File: config.mk
export PLATFORM = sky130hd
export DESIGN_NAME = calc_top
export DESIGN_NICKNAME = d
export VERILOG_FILES = /design/src/calc_pkg.sv /design/src/ascii_alu.sv /design/src/calc_fsm.sv /design/src/calc_top.sv /design/src/key_debounce.sv /design/src/uart_rx.sv /design/src/uart_tx.sv
export SDC_FILE = /design/constraint.sdc
export NUM_CORES = 1
export LEC_CHECK = 0
export ABC_CLOCK_PERIOD_IN_PS = 40700
export BUFFER_PORTS_ARGS = -buffer_cell sky130_fd_sc_hd__buf_2
export CAP_MARGIN = 20
export CORE_MARGIN = 2
export CORE_UTILIZATION = 39
export DETAILED_ROUTE_END_ITERATION = 12
export SKIP_CTS_REPAIR_TIMING = 1
export SYNTH_ARGS = -nofsm -noshare
export SYNTH_HDL_FRONTEND = slang
export SYNTH_SLANG_ARGS = --single-unit
File: constraint.sdc
create_clock -name clk -period 40.7 [get_ports clk]
set_input_delay 0 -clock clk [delete_from_list [all_inputs] [get_ports clk]]
set_output_delay 0 -clock clk [all_outputs]
set_load 0.05 [all_outputs]
File: src/calc_pkg.sv
package calc_pkg;

    localparam int DATA_W   = 8;   // uart byte and ascii char
    localparam int RESULT_W = 14;  // binary result, wraps mod 16384

    typedef logic [DATA_W-1:0] ascii_t;

    // keys recognized by the parser and the arithmetic unit
    localparam ascii_t ASCII_ZERO  = 8'h30;
    localparam ascii_t ASCII_NINE  = 8'h39;
    localparam ascii_t ASCII_SPACE = 8'h20;  // separates tens and units
    localparam ascii_t ASCII_EQUAL = 8'h3d;
    localparam ascii_t ASCII_CLEAR = 8'h63;  // 'c'
    localparam ascii_t ASCII_PLUS  = 8'h2b;
    localparam ascii_t ASCII_MINUS = 8'h2d;
    localparam ascii_t ASCII_STAR  = 8'h2a;
    localparam ascii_t ASCII_SLASH = 8'h2f;

    typedef enum logic [1:0] {
        OP_ADD,
        OP_SUB,
        OP_MUL,
        OP_DIV
    } op_e;

    // a displayed pair of digits, tens in the upper byte
    typedef struct packed {
        ascii_t tens;
        ascii_t units;
    } digits_t;

endpackage

File: src/ascii_alu.sv
module ascii_alu (
    input  calc_pkg::digits_t a,
    input  calc_pkg::digits_t b,
    input  calc_pkg::op_e     op,
    output calc_pkg::digits_t result
);

    localparam int RW = calc_pkg::RESULT_W;

    logic [RW-1:0] bin_a;
    logic [RW-1:0] bin_b;
    logic [RW-1:0] bin_r;
    logic [RW-1:0] low_two;  // result mod 100
    logic [RW-1:0] r_tens;
    logic [RW-1:0] r_units;

    function automatic logic [RW-1:0] to_bin(input calc_pkg::digits_t d);
        logic [RW-1:0] t;
        logic [RW-1:0] u;
        t = RW'(d.tens - calc_pkg::ASCII_ZERO);
        u = RW'(d.units - calc_pkg::ASCII_ZERO);
        return t * RW'(10) + u;
    endfunction

    always_comb begin
        bin_a = to_bin(a);
        bin_b = to_bin(b);
        case (op)
            calc_pkg::OP_ADD: bin_r = bin_a + bin_b;
            calc_pkg::OP_SUB: bin_r = bin_a - bin_b;  // wraps below zero
            calc_pkg::OP_MUL: bin_r = bin_a * bin_b;
            calc_pkg::OP_DIV: bin_r = (bin_b != '0) ? bin_a / bin_b : '0;
            default:          bin_r = '0;
        endcase
        low_two = bin_r % RW'(100);
        r_tens  = low_two / RW'(10);
        r_units = low_two % RW'(10);
        result.tens  = calc_pkg::ASCII_ZERO + calc_pkg::DATA_W'(r_tens);
        result.units = calc_pkg::ASCII_ZERO + calc_pkg::DATA_W'(r_units);
    end

endmodule

File: src/calc_fsm.sv
module calc_fsm (
    input  logic              clk,
    input  logic              rstn,
    input  logic              rx_valid,
    input  calc_pkg::ascii_t  rx_data,
    output calc_pkg::digits_t shown
);

    typedef enum logic [3:0] {
        S_IDLE,
        S_BUF_1,
        S_UNITS_1,
        S_OPERATOR,
        S_TENS_2,
        S_BUF_2,
        S_UNITS_2,
        S_CALC,
        S_CALC_2
    } calc_state_e;

    // tens '0' and units blank
    localparam calc_pkg::digits_t SHOWN_INIT = '{tens: calc_pkg::ASCII_ZERO, units: '0};
    localparam calc_pkg::digits_t ZERO_PAIR  = '{
        tens:  calc_pkg::ASCII_ZERO,
        units: calc_pkg::ASCII_ZERO
    };

    calc_state_e       state;
    calc_pkg::digits_t acc;       // first operand, then running result
    calc_pkg::digits_t opnd;      // second operand
    calc_pkg::op_e     op_q;
    calc_pkg::digits_t calc_res;
    logic              is_digit;
    logic              is_op;
    calc_pkg::op_e     key_op;

    ascii_alu i_alu (
        .a      (acc),
        .b      (opnd),
        .op     (op_q),
        .result (calc_res)
    );

    always_comb begin
        is_digit = (rx_data >= calc_pkg::ASCII_ZERO) && (rx_data <= calc_pkg::ASCII_NINE);
        is_op    = 1'b1;
        key_op   = calc_pkg::OP_ADD;
        case (rx_data)
            calc_pkg::ASCII_PLUS:  key_op = calc_pkg::OP_ADD;
            calc_pkg::ASCII_MINUS: key_op = calc_pkg::OP_SUB;
            calc_pkg::ASCII_STAR:  key_op = calc_pkg::OP_MUL;
            calc_pkg::ASCII_SLASH: key_op = calc_pkg::OP_DIV;
            default:               is_op  = 1'b0;
        endcase
    end

    always_ff @(posedge clk or negedge rstn) begin
        if (!rstn) begin
            state <= S_IDLE;
            acc   <= ZERO_PAIR;
            opnd  <= ZERO_PAIR;
            op_q  <= calc_pkg::OP_ADD;
            shown <= SHOWN_INIT;
        end else if (rx_valid && rx_data == calc_pkg::ASCII_CLEAR) begin
            state <= S_IDLE;  // clear from any state
            acc   <= ZERO_PAIR;
            opnd  <= ZERO_PAIR;
            op_q  <= calc_pkg::OP_ADD;
            shown <= SHOWN_INIT;
        end else if (state == S_CALC_2) begin
            // alu output valid now that operand tens is '0'
            shown <= calc_res;
            acc   <= calc_res;
            state <= S_OPERATOR;
        end else if (rx_valid) begin
            case (state)
                S_IDLE: if (is_digit) begin
                    acc   <= '{tens: rx_data, units: rx_data};
                    state <= S_BUF_1;
                end
                S_BUF_1: if (rx_data == calc_pkg::ASCII_SPACE) begin
                    state <= S_UNITS_1;
                end
                S_UNITS_1: begin
                    if (is_digit) begin
                        acc.units <= rx_data;
                        shown     <= '{tens: acc.tens, units: rx_data};
                        state     <= S_OPERATOR;
                    end else if (is_op) begin  // single-digit first operand
                        op_q     <= key_op;
                        acc.tens <= calc_pkg::ASCII_ZERO;
                        shown    <= '{tens: calc_pkg::ASCII_ZERO, units: acc.units};
                        state    <= S_TENS_2;
                    end
                end
                S_OPERATOR: if (is_op) begin
                    op_q  <= key_op;
                    state <= S_TENS_2;
                end
                S_TENS_2: if (is_digit) begin
                    opnd  <= '{tens: rx_data, units: rx_data};
                    state <= S_BUF_2;
                end
                S_BUF_2: if (rx_data == calc_pkg::ASCII_SPACE) begin
                    state <= S_UNITS_2;
                end
                S_UNITS_2: begin
                    if (is_digit) begin
                        opnd.units <= rx_data;
                        shown      <= '{tens: opnd.tens, units: rx_data};
                        state      <= S_CALC;
                    end else if (rx_data == calc_pkg::ASCII_EQUAL) begin
                        opnd.tens <= calc_pkg::ASCII_ZERO;
                        shown     <= '{tens: calc_pkg::ASCII_ZERO, units: opnd.units};
                        state     <= S_CALC_2;
                    end
                end
                S_CALC: if (rx_data == calc_pkg::ASCII_EQUAL) begin
                    shown <= calc_res;
                    acc   <= calc_res;  // result chains into next expression
                    state <= S_OPERATOR;
                end
                default: state <= S_IDLE;
            endcase
        end
    end

endmodule

File: src/calc_top.sv
module calc_top #(
    parameter int CLKS_PER_BIT    = 5208,
    parameter int DEBOUNCE_CYCLES = 50000
) (
    input  logic             clk,
    input  logic             rstn,
    input  logic             rxd,
    input  logic             key,
    output logic             txd,
    output calc_pkg::ascii_t digit_tens,
    output calc_pkg::ascii_t digit_units
);

    logic              rx_valid;
    calc_pkg::ascii_t  rx_data;
    calc_pkg::digits_t shown;
    logic              send_req;
    logic              send_ack;

    uart_rx #(
        .CLKS_PER_BIT (CLKS_PER_BIT)
    ) i_uart_rx (
        .clk      (clk),
        .rstn     (rstn),
        .rxd      (rxd),
        .rx_valid (rx_valid),
        .rx_data  (rx_data)
    );

    calc_fsm i_calc_fsm (
        .clk      (clk),
        .rstn     (rstn),
        .rx_valid (rx_valid),
        .rx_data  (rx_data),
        .shown    (shown)
    );

    key_debounce #(
        .DEBOUNCE_CYCLES (DEBOUNCE_CYCLES)
    ) i_key_debounce (
        .clk      (clk),
        .rstn     (rstn),
        .key      (key),
        .send_ack (send_ack),
        .send_req (send_req)
    );

    uart_tx #(
        .CLKS_PER_BIT (CLKS_PER_BIT)
    ) i_uart_tx (
        .clk      (clk),
        .rstn     (rstn),
        .send_req (send_req),
        .shown    (shown),
        .txd      (txd),
        .send_ack (send_ack)
    );

    assign digit_tens  = shown.tens;
    assign digit_units = shown.units;

endmodule

File: src/key_debounce.sv
module key_debounce #(
    parameter int DEBOUNCE_CYCLES = 50000
) (
    input  logic clk,
    input  logic rstn,
    input  logic key,
    input  logic send_ack,
    output logic send_req
);

    localparam int CNT_W = $clog2(DEBOUNCE_CYCLES + 1);
    localparam logic [CNT_W-1:0] CNT_END = CNT_W'(DEBOUNCE_CYCLES - 1);

    logic [1:0]       key_sync;
    logic             key_s;
    logic             level;     // debounced key
    logic [CNT_W-1:0] cnt;
    logic             settle;    // new level held long enough
    logic             press;

    assign key_s  = key_sync[1];
    assign settle = (key_s != level) && (cnt == CNT_END);
    assign press  = settle && key_s;

    always_ff @(posedge clk or negedge rstn) begin
        if (!rstn) begin
            key_sync <= 2'b00;
            level    <= 1'b0;
            cnt      <= '0;
            send_req <= 1'b0;
        end else begin
            key_sync <= {key_sync[0], key};
            if (key_s == level || settle)
                cnt <= '0;  // any bounce restarts the count
            else
                cnt <= cnt + 1'b1;
            if (settle)
                level <= key_s;
            if (send_ack)
                send_req <= 1'b0;
            else if (press)
                send_req <= 1'b1;  // ignored while a request is outstanding
        end
    end

endmodule

File: src/uart_rx.sv
module uart_rx #(
    parameter int CLKS_PER_BIT = 5208
) (
    input  logic             clk,
    input  logic             rstn,
    input  logic             rxd,
    output logic             rx_valid,
    output calc_pkg::ascii_t rx_data
);

    localparam int CNT_W = $clog2(CLKS_PER_BIT + 1);
    localparam logic [CNT_W-1:0] FULL_END = CNT_W'(CLKS_PER_BIT - 1);
    localparam logic [CNT_W-1:0] HALF_END = CNT_W'(CLKS_PER_BIT / 2 - 1);

    typedef enum logic [1:0] {
        RX_IDLE,
        RX_START,
        RX_DATA,
        RX_STOP
    } rx_state_e;

    rx_state_e        state;
    logic [1:0]       rxd_sync;
    logic             rxd_s;
    logic [CNT_W-1:0] cnt;
    logic [2:0]       bit_idx;
    logic             bit_end;
    calc_pkg::ascii_t shift_q;

    assign rxd_s   = rxd_sync[1];
    assign bit_end = (cnt == FULL_END);

    always_ff @(posedge clk or negedge rstn) begin
        if (!rstn) begin
            rxd_sync <= 2'b11;  // line idles high
            state    <= RX_IDLE;
            cnt      <= '0;
            bit_idx  <= '0;
            rx_valid <= 1'b0;
        end else begin
            rxd_sync <= {rxd_sync[0], rxd};
            rx_valid <= 1'b0;
            case (state)
                RX_IDLE: begin
                    cnt <= '0;
                    if (!rxd_s)
                        state <= RX_START;
                end
                RX_START: begin
                    if (cnt == HALF_END) begin
                        cnt     <= '0;
                        bit_idx <= '0;
                        state   <= rxd_s ? RX_IDLE : RX_DATA;  // glitch, not a start bit
                    end else begin
                        cnt <= cnt + 1'b1;
                    end
                end
                RX_DATA: begin
                    if (bit_end) begin
                        cnt     <= '0;
                        bit_idx <= bit_idx + 1'b1;
                        if (bit_idx == 3'd7)
                            state <= RX_STOP;
                    end else begin
                        cnt <= cnt + 1'b1;
                    end
                end
                RX_STOP: begin
                    if (bit_end) begin
                        cnt      <= '0;
                        state    <= RX_IDLE;
                        rx_valid <= rxd_s;  // framing error drops the byte
                    end else begin
                        cnt <= cnt + 1'b1;
                    end
                end
                default: state <= RX_IDLE;
            endcase
        end
    end

    always_ff @(posedge clk) begin
        if (state == RX_DATA && bit_end)
            shift_q <= {rxd_s, shift_q[calc_pkg::DATA_W-1:1]};  // lsb first
        if (state == RX_STOP && bit_end && rxd_s)
            rx_data <= shift_q;
    end

endmodule

File: src/uart_tx.sv
module uart_tx #(
    parameter int CLKS_PER_BIT = 5208
) (
    input  logic              clk,
    input  logic              rstn,
    input  logic              send_req,
    input  calc_pkg::digits_t shown,
    output logic              txd,
    output logic              send_ack
);

    localparam int CNT_W = $clog2(CLKS_PER_BIT + 1);
    localparam logic [CNT_W-1:0] FULL_END = CNT_W'(CLKS_PER_BIT - 1);

    typedef enum logic [2:0] {
        TX_IDLE,
        TX_START,
        TX_DATA,
        TX_STOP,
        TX_NEXT,
        TX_ACK
    } tx_state_e;

    tx_state_e        state;
    logic [CNT_W-1:0] cnt;
    logic [2:0]       bit_idx;
    logic             bit_end;
    logic             second;   // units frame in flight
    calc_pkg::ascii_t shift_q;
    calc_pkg::ascii_t units_q;

    assign bit_end = (cnt == FULL_END);

    always_ff @(posedge clk or negedge rstn) begin
        if (!rstn) begin
            state    <= TX_IDLE;
            cnt      <= '0;
            bit_idx  <= '0;
            second   <= 1'b0;
            send_ack <= 1'b0;
            txd      <= 1'b1;
        end else begin
            // line level follows the state one cycle later
            if (state == TX_START)
                txd <= 1'b0;
            else if (state == TX_DATA)
                txd <= shift_q[0];
            else
                txd <= 1'b1;

            case (state)
                TX_IDLE: begin
                    cnt    <= '0;
                    second <= 1'b0;
                    if (send_req)
                        state <= TX_START;
                end
                TX_START: begin
                    if (bit_end) begin
                        cnt     <= '0;
                        bit_idx <= '0;
                        state   <= TX_DATA;
                    end else begin
                        cnt <= cnt + 1'b1;
                    end
                end
                TX_DATA: begin
                    if (bit_end) begin
                        cnt     <= '0;
                        bit_idx <= bit_idx + 1'b1;
                        if (bit_idx == 3'd7)
                            state <= TX_STOP;
                    end else begin
                        cnt <= cnt + 1'b1;
                    end
                end
                TX_STOP: begin
                    if (bit_end) begin
                        cnt   <= '0;
                        state <= second ? TX_ACK : TX_NEXT;
                    end else begin
                        cnt <= cnt + 1'b1;
                    end
                end
                TX_NEXT: begin
                    second <= 1'b1;
                    state  <= TX_START;
                end
                TX_ACK: begin
                    if (!send_ack) begin
                        send_ack <= 1'b1;
                    end else if (!send_req) begin  // requester has let go
                        send_ack <= 1'b0;
                        state    <= TX_IDLE;
                    end
                end
                default: state <= TX_IDLE;
            endcase
        end
    end

    always_ff @(posedge clk) begin
        if (state == TX_IDLE && send_req) begin
            shift_q <= shown.tens;   // tens goes out first
            units_q <= shown.units;
        end else if (state == TX_NEXT) begin
            shift_q <= units_q;
        end else if (state == TX_DATA && bit_end) begin
            shift_q <= {1'b0, shift_q[calc_pkg::DATA_W-1:1]};
        end
    end

endmodule

==> results of run 1 <==
[cell families after synthesis]
family / count (synthesis) / share of synthesized area
AND/OR/NAND/NOR: 870 / 0.203
buffers and inverters: 250 / 0.0467
other: 1 / 0.000183
AO/OA/AOI/OAI: 717 / 0.241
XOR/XNOR: 167 / 0.0760
multiplexers: 65 / 0.0342
adder cells (fa/ha/maj): 305 / 0.208
flip-flops: 149 / 0.190
[how the worst max path moves through the flow]
stage          slack [ps]             endpoint
6_report             2930  i_calc_fsm.shown[5]
3_3_place_gp         3130  i_calc_fsm.shown[5]
5_1_grt                 3  i_calc_fsm.shown[5]
2_1_floorplan        5570  i_calc_fsm.shown[5]
4_1_cts              1490  i_calc_fsm.shown[5]
3_5_place_dp         1600  i_calc_fsm.shown[5]
[cells in the mapped netlist (all sizes together), types with 13 or more instances]
| cell | number | share of area |
|---|---|---|
| a21oi | 154 | 0.038 |
| nor2b | 24 | 0.0073 |
| or3 | 20 | 0.0063 |
| o211ai | 24 | 0.0093 |
| nand3 | 51 | 0.012 |
| o31ai | 34 | 0.013 |
| a211oi | 14 | 0.0068 |
| o22ai | 14 | 0.0049 |
| mux2i | 23 | 0.011 |
| o211a | 16 | 0.0078 |
| dfstp | 13 | 0.017 |
| nand2b | 42 | 0.013 |
| a21o | 41 | 0.015 |
| inv | 153 | 0.028 |
| o21ai | 182 | 0.045 |
| or2 | 26 | 0.0082 |
| nor4 | 13 | 0.0049 |
| xor2 | 53 | 0.023 |
| mux2 | 42 | 0.023 |
| nor2 | 234 | 0.043 |
| a31oi | 21 | 0.0064 |
| dfrtp | 104 | 0.13 |
| nand4 | 17 | 0.0052 |
| and2 | 30 | 0.0091 |
| o21a | 68 | 0.025 |
| ha | 241 | 0.15 |
| and3 | 33 | 0.010 |
| edfxtp | 32 | 0.047 |
| clkbuf | 79 | 0.014 |
| buf | 15 | 0.0038 |
| fa | 61 | 0.059 |
| xnor2 | 107 | 0.046 |
| nor3 | 82 | 0.021 |
| nand2 | 261 | 0.048 |
[sequential cells by signal (all words and copies together), names as in the netlist, 13 cells and up, named ones only]
signal,cells
i_uart_rx.cnt,13
i_calc_fsm.acc,16
i_calc_fsm.shown,16
i_uart_tx.cnt,13
i_key_debounce.cnt,16
i_calc_fsm.opnd,16
[final cells by class]
type                    instances  share of cell area
multi-input cells            2125               0.711
flip-flops and latches        149               0.176
well taps                     688              0.0389
inverters                     156              0.0264
repair buffers                 65              0.0201
clock buffers                  19              0.0200
clock inverters                13             0.00695
[power groups by stage]
stage / Sequential [mW] / Combinational (mW) / Clock [mW]
3_3_place_gp: 0.156 / 0.00351 / 0
3_5_place_dp: 0.156 / 0.00358 / 0
5_1_grt: 0.153 / 0.00425 / 0.169
2_1_floorplan: 0.156 / 0.000689 / 0
6_report: 0.153 / 0.00354 / 0.161
4_1_cts: 0.153 / 0.00357 / 0.163
[layer usage]
layer | GRT usage | vias up
li1 | - | 9095
met1 | 0.300 | 9123
met2 | 0.364 | 558
met3 | 0.0299 | 123
met4 | 0.0880 | 0
met5 | 0 | -
[through the flow]
step                power, mW  hold slack (ps)  std cells  utilization  setup WS, ps
finish                  0.317              178       3215        0.423          2930
global route            0.327              221       3215        0.423          2.54
CTS                     0.320             -340       3208        0.421          1490
detailed placement      0.159              109       3176        0.410          1600
global placement        0.159              109       3175        0.410          3130
floorplan               0.156             -296       2524            -          5570
[worst reg2reg max path, delay by kind of cell (launching register included)]
family	cells	cell delay (ps)
AO/OA/AOI/OAI	103	20400
multiplexers	8	2370
flip-flops	1	570
adder cells (fa/ha/maj)	20	5810
buffers and inverters	7	1080
AND/OR/NAND/NOR	39	6760
XOR/XNOR	2	740
==> qor.csv, run 1 <==
stage,metric,value,unit
routing,viasPerCell,5.88,
clock_network,path_clk_slew,70,ps
cells_and_area,syn2layout_area_growth,7.87,%
power_and_ir_drop,p_sw,0.0662,mW
power_and_ir_drop,p_sw_frac,0.209,
critical_path,worstPathRequired,41000,ps
sta,worstMarginPinSlew,1070,ps
die,fp-row-count,84,
cells_and_area,final_cell_mix,"259 x nand2_1, 241 x ha_1, 234 x nor2_1",
synth,synth_edf_count,32,
sta,fin_setup_tns,0,ps
routing,antenna_left,0,
sta,drv_slew,0,
critical_path,slowest_stage,xnor3_1,
critical_path,path_max_fanout,21,
critical_path,reg2reg_slack,2930,ps
routing,drt_pass1_iterations,5,
placed_design,io_buffers,20,
synth,ys.flop_type,dfrtp_1,
synth,seq_area_frac_synth,0.190,
routing,top_layer,met4,
die,die_x,233,um
sta,setup_violations,0,
cells_and_area,diodes,0,
global_routing,grt_pass1_wl,98.0,mm
critical_path,critPathTopFamily,compound AO/OA/AOI/OAI gates,
placed_design,place.gp.congestion,0.989,
power_and_ir_drop,p_leak,9.79,nW
routing,wl_met1,27.3,mm
critical_path,start_kind,register,
cells_and_area,final_area,22200,um2
global_routing,grt_max_degree,62,
clock_network,cts_made_buffers,17,
status,outcome,"complete, no violations",
sta,finClkSkew,10.3,ps
clock_network,cts_sinks,149,
clock_network,cts_tree,done,
die,ios,21,
flow_run,drv_cap,0,
placed_design,dp_hpwl,47.1,mm
routing,wl_per_cell,19.0,um
sta,rsz0062_at_grt,false,
global_routing,antenna_found_initial,0,
critical_path,r2r_end,i_calc_fsm.shown[5],
critical_path,end_kind,register,
die,die_area,54500,um2
critical_path,worstPathArrival,38070,ps
cells_and_area,nets,2820,
synth,synth.yosys.warnings,0,
placed_design,dpl-instance-area,21500,um2
die,initial_core_util,0.392,
power_and_ir_drop,ir_drop,0.0220,mV
sta,slew_headroom,0.286,
critical_path,crit_buf_inv,7,
critical_path,r2r_start,i_calc_fsm.opnd[12],
power_and_ir_drop,combinationalPowerShare,0.011,
routing,route.met2.wl,27.9,mm
synth,syn_inst,2524,
routing,met3_wirelength,3.25,mm
sta,hold_viol_final,0,
synth,syn_nets,2830,
synth,synthArstFlopShare,0.785,
critical_path,cp_common_cell,o21a_1,
sta,finalCritPeriodShare,0.928,
routing,wirelength,60.9,mm
die,core_area,52300,um2
routing,drtIter0Drc,1607,
sta,period_minus_slack,37770,ps
cells_and_area,layout_commonest_cell,nand2_1,
critical_path,cpPeakStageDelay,650,ps
hold_path,hold_path_class,input pin to async pin,
critical_path,path_depth,179,
synth,syn_area,20500,um2
clock_network,insertion_delay,420,ps
critical_path,critical_path_class,register to register,
power_and_ir_drop,powerDensity,14.3,nW/um2
cells_and_area,drive_gt1_frac,0.0918,
clock_network,clockRootBuffer,clkbuf_16,
cells_and_area,multi_input_area,15800,um2
cells_and_area,register_area,3910,um2
clock_network,htree_levels,4,
power_and_ir_drop,p_int,0.251,mW
routing,vias,18900,
global_routing,grt_use_total,0.224,
synth,syn_avg_cell_area,8.14,um2
global_routing,grt_pass1_vias,18300,
power_and_ir_drop,pwr-share-seq,0.482,
global_routing,grt_overflow_total,0,
critical_path,r2r_cells,179,
cells_and_area,fillers,5231,
clock_network,cts.path.max_buffers,2,
synth,yosys.cell_types.count,118,
critical_path,crit_start,i_calc_fsm.opnd[12],
synth,synth-seq-cells,149,
sta,max_freq,26.5,MHz
routing,route.detailed.drc,0,
die,chipHeight,233,um
power_and_ir_drop,clock_power_share,0.507,
Note: power is estimated with default switching activity, not from simulation.
==> run 2: changes to the inputs <==
CTS_BUF_LIST = sky130_fd_sc_hd__clkbuf_16   (was default)
SKIP_CTS_REPAIR_TIMING = default   (was 1)
==> qor.csv, run 2 (synthesis results as in run 1) <==
stage,metric,value,unit,change
sta,worst_hold_slack,179,ps,+0.218 ps
die,chipHeight,233,um,unchanged
critical_path,critical_path_class,register to register,,
routing,route.detailed.drc,0,,unchanged
clock_network,insertion_delay,430,ps,about the same
die,ios,21,,unchanged
cells_and_area,diodes,0,,unchanged
placed_design,dp_cells,3176,,unchanged
cells_and_area,layout_commonest_cell,nand2_1,,
cells_and_area,final_cell_mix,"259 x nand2_1, 241 x ha_1, 234 x nor2_1",,
routing,antenna_left,0,,unchanged
power_and_ir_drop,ir_drop,0.0220,mV,about the same
sta,finalCritPeriodShare,0.927,,about the same
clock_network,cts_tree,done,,
placed_design,io_buffers,20,,unchanged
routing,vias,18900,,-0.095%
global_routing,grt_max_degree,62,,unchanged
die,die_area,54500,um2,unchanged
die,die_x,233,um,unchanged
sta,worst_slack,2950,ps,+29.0 ps
critical_path,crit_buf_inv,7,,unchanged
sta,slew_headroom,0.307,,+0.0215
placed_design,pre_cts_ws,1600,ps,unchanged
placed_design,dp_hpwl,47.1,mm,unchanged
critical_path,path_max_fanout,21,,unchanged
sta,finClkSkew,10.9,ps,+0.550 ps
power_and_ir_drop,powerDensity,14.2,nW/um2,-0.70%
sta,max_freq,26.5,MHz,about the same
sta,setup_violations,0,,unchanged
global_routing,gr-usage-met1,0.300,,about the same
sta,period_minus_slack,37750,ps,-29.0 ps
power_and_ir_drop,p_leak,9.79,nW,about the same
sta,hold_viol_final,0,,unchanged
global_routing,use_met3,0.0299,,unchanged
global_routing,top_usage_layer,met2,,
sta,worstMarginPinSlew,1040,ps,-32.3 ps
global_routing,antenna_found_initial,0,,unchanged
global_routing,grt_pass1_wl,98.0,mm,about the same
clock_network,cts_made_buffers,17,,unchanged
routing,drtIter0Drc,1584,,-1.4%
die,core_area,52300,um2,unchanged
die,fp-row-count,84,,unchanged
sta,rsz0062_at_grt,false,,
global_routing,grt_pass1_vias,18400,,+0.17%
critical_path,worstPathRequired,41000,ps,about the same
clock_network,path_clk_slew,70,ps,about the same
critical_path,cp_common_cell,o21a_1,,
routing,drt_pass1_iterations,5,,unchanged
flow_run,drv_cap,0,,unchanged
cells_and_area,nets,2820,,unchanged
critical_path,start_kind,register,,
die,initial_core_util,0.392,,unchanged
clock_network,cts_sinks,149,,unchanged
clock_network,cts.path.max_buffers,2,,unchanged
routing,wirelength,60.9,mm,about the same
global_routing,grt_overflow_total,0,,unchanged
global_routing,grt_use_total,0.224,,about the same
sta,fin_setup_tns,0,ps,unchanged
hold_path,hold_path_class,input pin to async pin,,
clock_network,clockRootBuffer,clkbuf_16,,
critical_path,critPathTopFamily,compound AO/OA/AOI/OAI gates,,
status,outcome,"complete, no violations",,
cells_and_area,syn2layout_area_growth,7.82,%,about the same
cells_and_area,final_cells,3215,,unchanged
routing,wl_per_cell,18.9,um,about the same
sta,drv_slew,0,,unchanged
clock_network,htree_levels,4,,unchanged
global_routing,use_met2,0.364,,about the same
routing,viasPerCell,5.87,,about the same
cells_and_area,drive_gt1_frac,0.0914,,-0.000396
critical_path,end_kind,register,,
critical_path,cpPeakStageDelay,650,ps,about the same
critical_path,slowest_stage,xnor3_1,,
placed_design,place.gp.congestion,0.989,,unchanged
cells_and_area,fillers,5233,,+0.038%
critical_path,worstPathArrival,38050,ps,-20 ps
power_and_ir_drop,power.total,0.315,mW,-0.74%
==> run 2: changes by cell type in the layout (fill, tap and decap cells not counted) <==
cell / delta
clkbuf_1: -1
clkbuf_8: -1
clkinv_1: +1
inv_1: +1
==> run 2: stage by stage <==
step                      instance area (um2)  utilization
after global routing                    22100        0.423
after global placement                  21500        0.410
after CTS                               22100        0.422
after detailed placement                21500        0.410
final                                   22100        0.423
after floorplan                         20500            -
==> run 2: power breakdown <==
group / switching [mW] / leakage, nW / internal [mW]
clock: 0.0629 / 0.289 / 0.0956
sequential: 0.000285 / 1.81 / 0.153
combinational: 0.00282 / 7.69 / 0.000718
total: 0.0660 / 9.79 / 0.249
==> run 2: worst paths after layout <==
path | start | endpoint | slack, ps | depth (start not counted)
max | i_calc_fsm.opnd[12] | i_calc_fsm.shown[5] | 2950 | 179
min | rstn | i_calc_fsm.shown[9] | 180 | 2
max reg2reg | i_calc_fsm.opnd[12] | i_calc_fsm.shown[5] | 2950 | 179
min reg2reg | i_uart_rx.rxd_sync[0] | i_uart_rx.rxd_sync[1] | 360 | 0
max in group asynchronous | rstn | i_key_debounce.cnt[10] | 39210 | 3
min in group clk | key | i_key_debounce.key_sync[0] | 210 | 2
==> run 2: repair_timing <==
action / in CTS / in global routing
hold endpoints to repair: 50 / 0
hold buffers: 3 / 0
setup buffers: 0 / 3
setup endpoints to repair: 0 / 21
gates resized for setup: 0 / 9
==> run 2: cell type report <==
cell class              count  area, um2  share of cell area
repair buffers             65        445              0.0201
clock inverters            15        161             0.00729
multi-input cells        2125      15800               0.712
well taps                 688        861              0.0389
flip-flops and latches    149       3910               0.176
clock buffers              17        425              0.0192
inverters                 156        586              0.0264
==> run 2: metal layers <==
metal / wire length (um) / up-vias
met5: 0 / -
met4: 2420 / 0
met3: 3230 / 124
met2: 27900 / 558
met1: 27400 / 9108
li1: - / 9091
==> run 2: worst register-to-register path: cells and delay by family (launching register included) <==
kind	cells	cell delay [ps]
simple gates	39	6760
buf+inv	7	1060
flops	1	560
mux	8	2370
compound gates	103	20350
fa+ha+maj	20	5820
xor+xnor	2	740
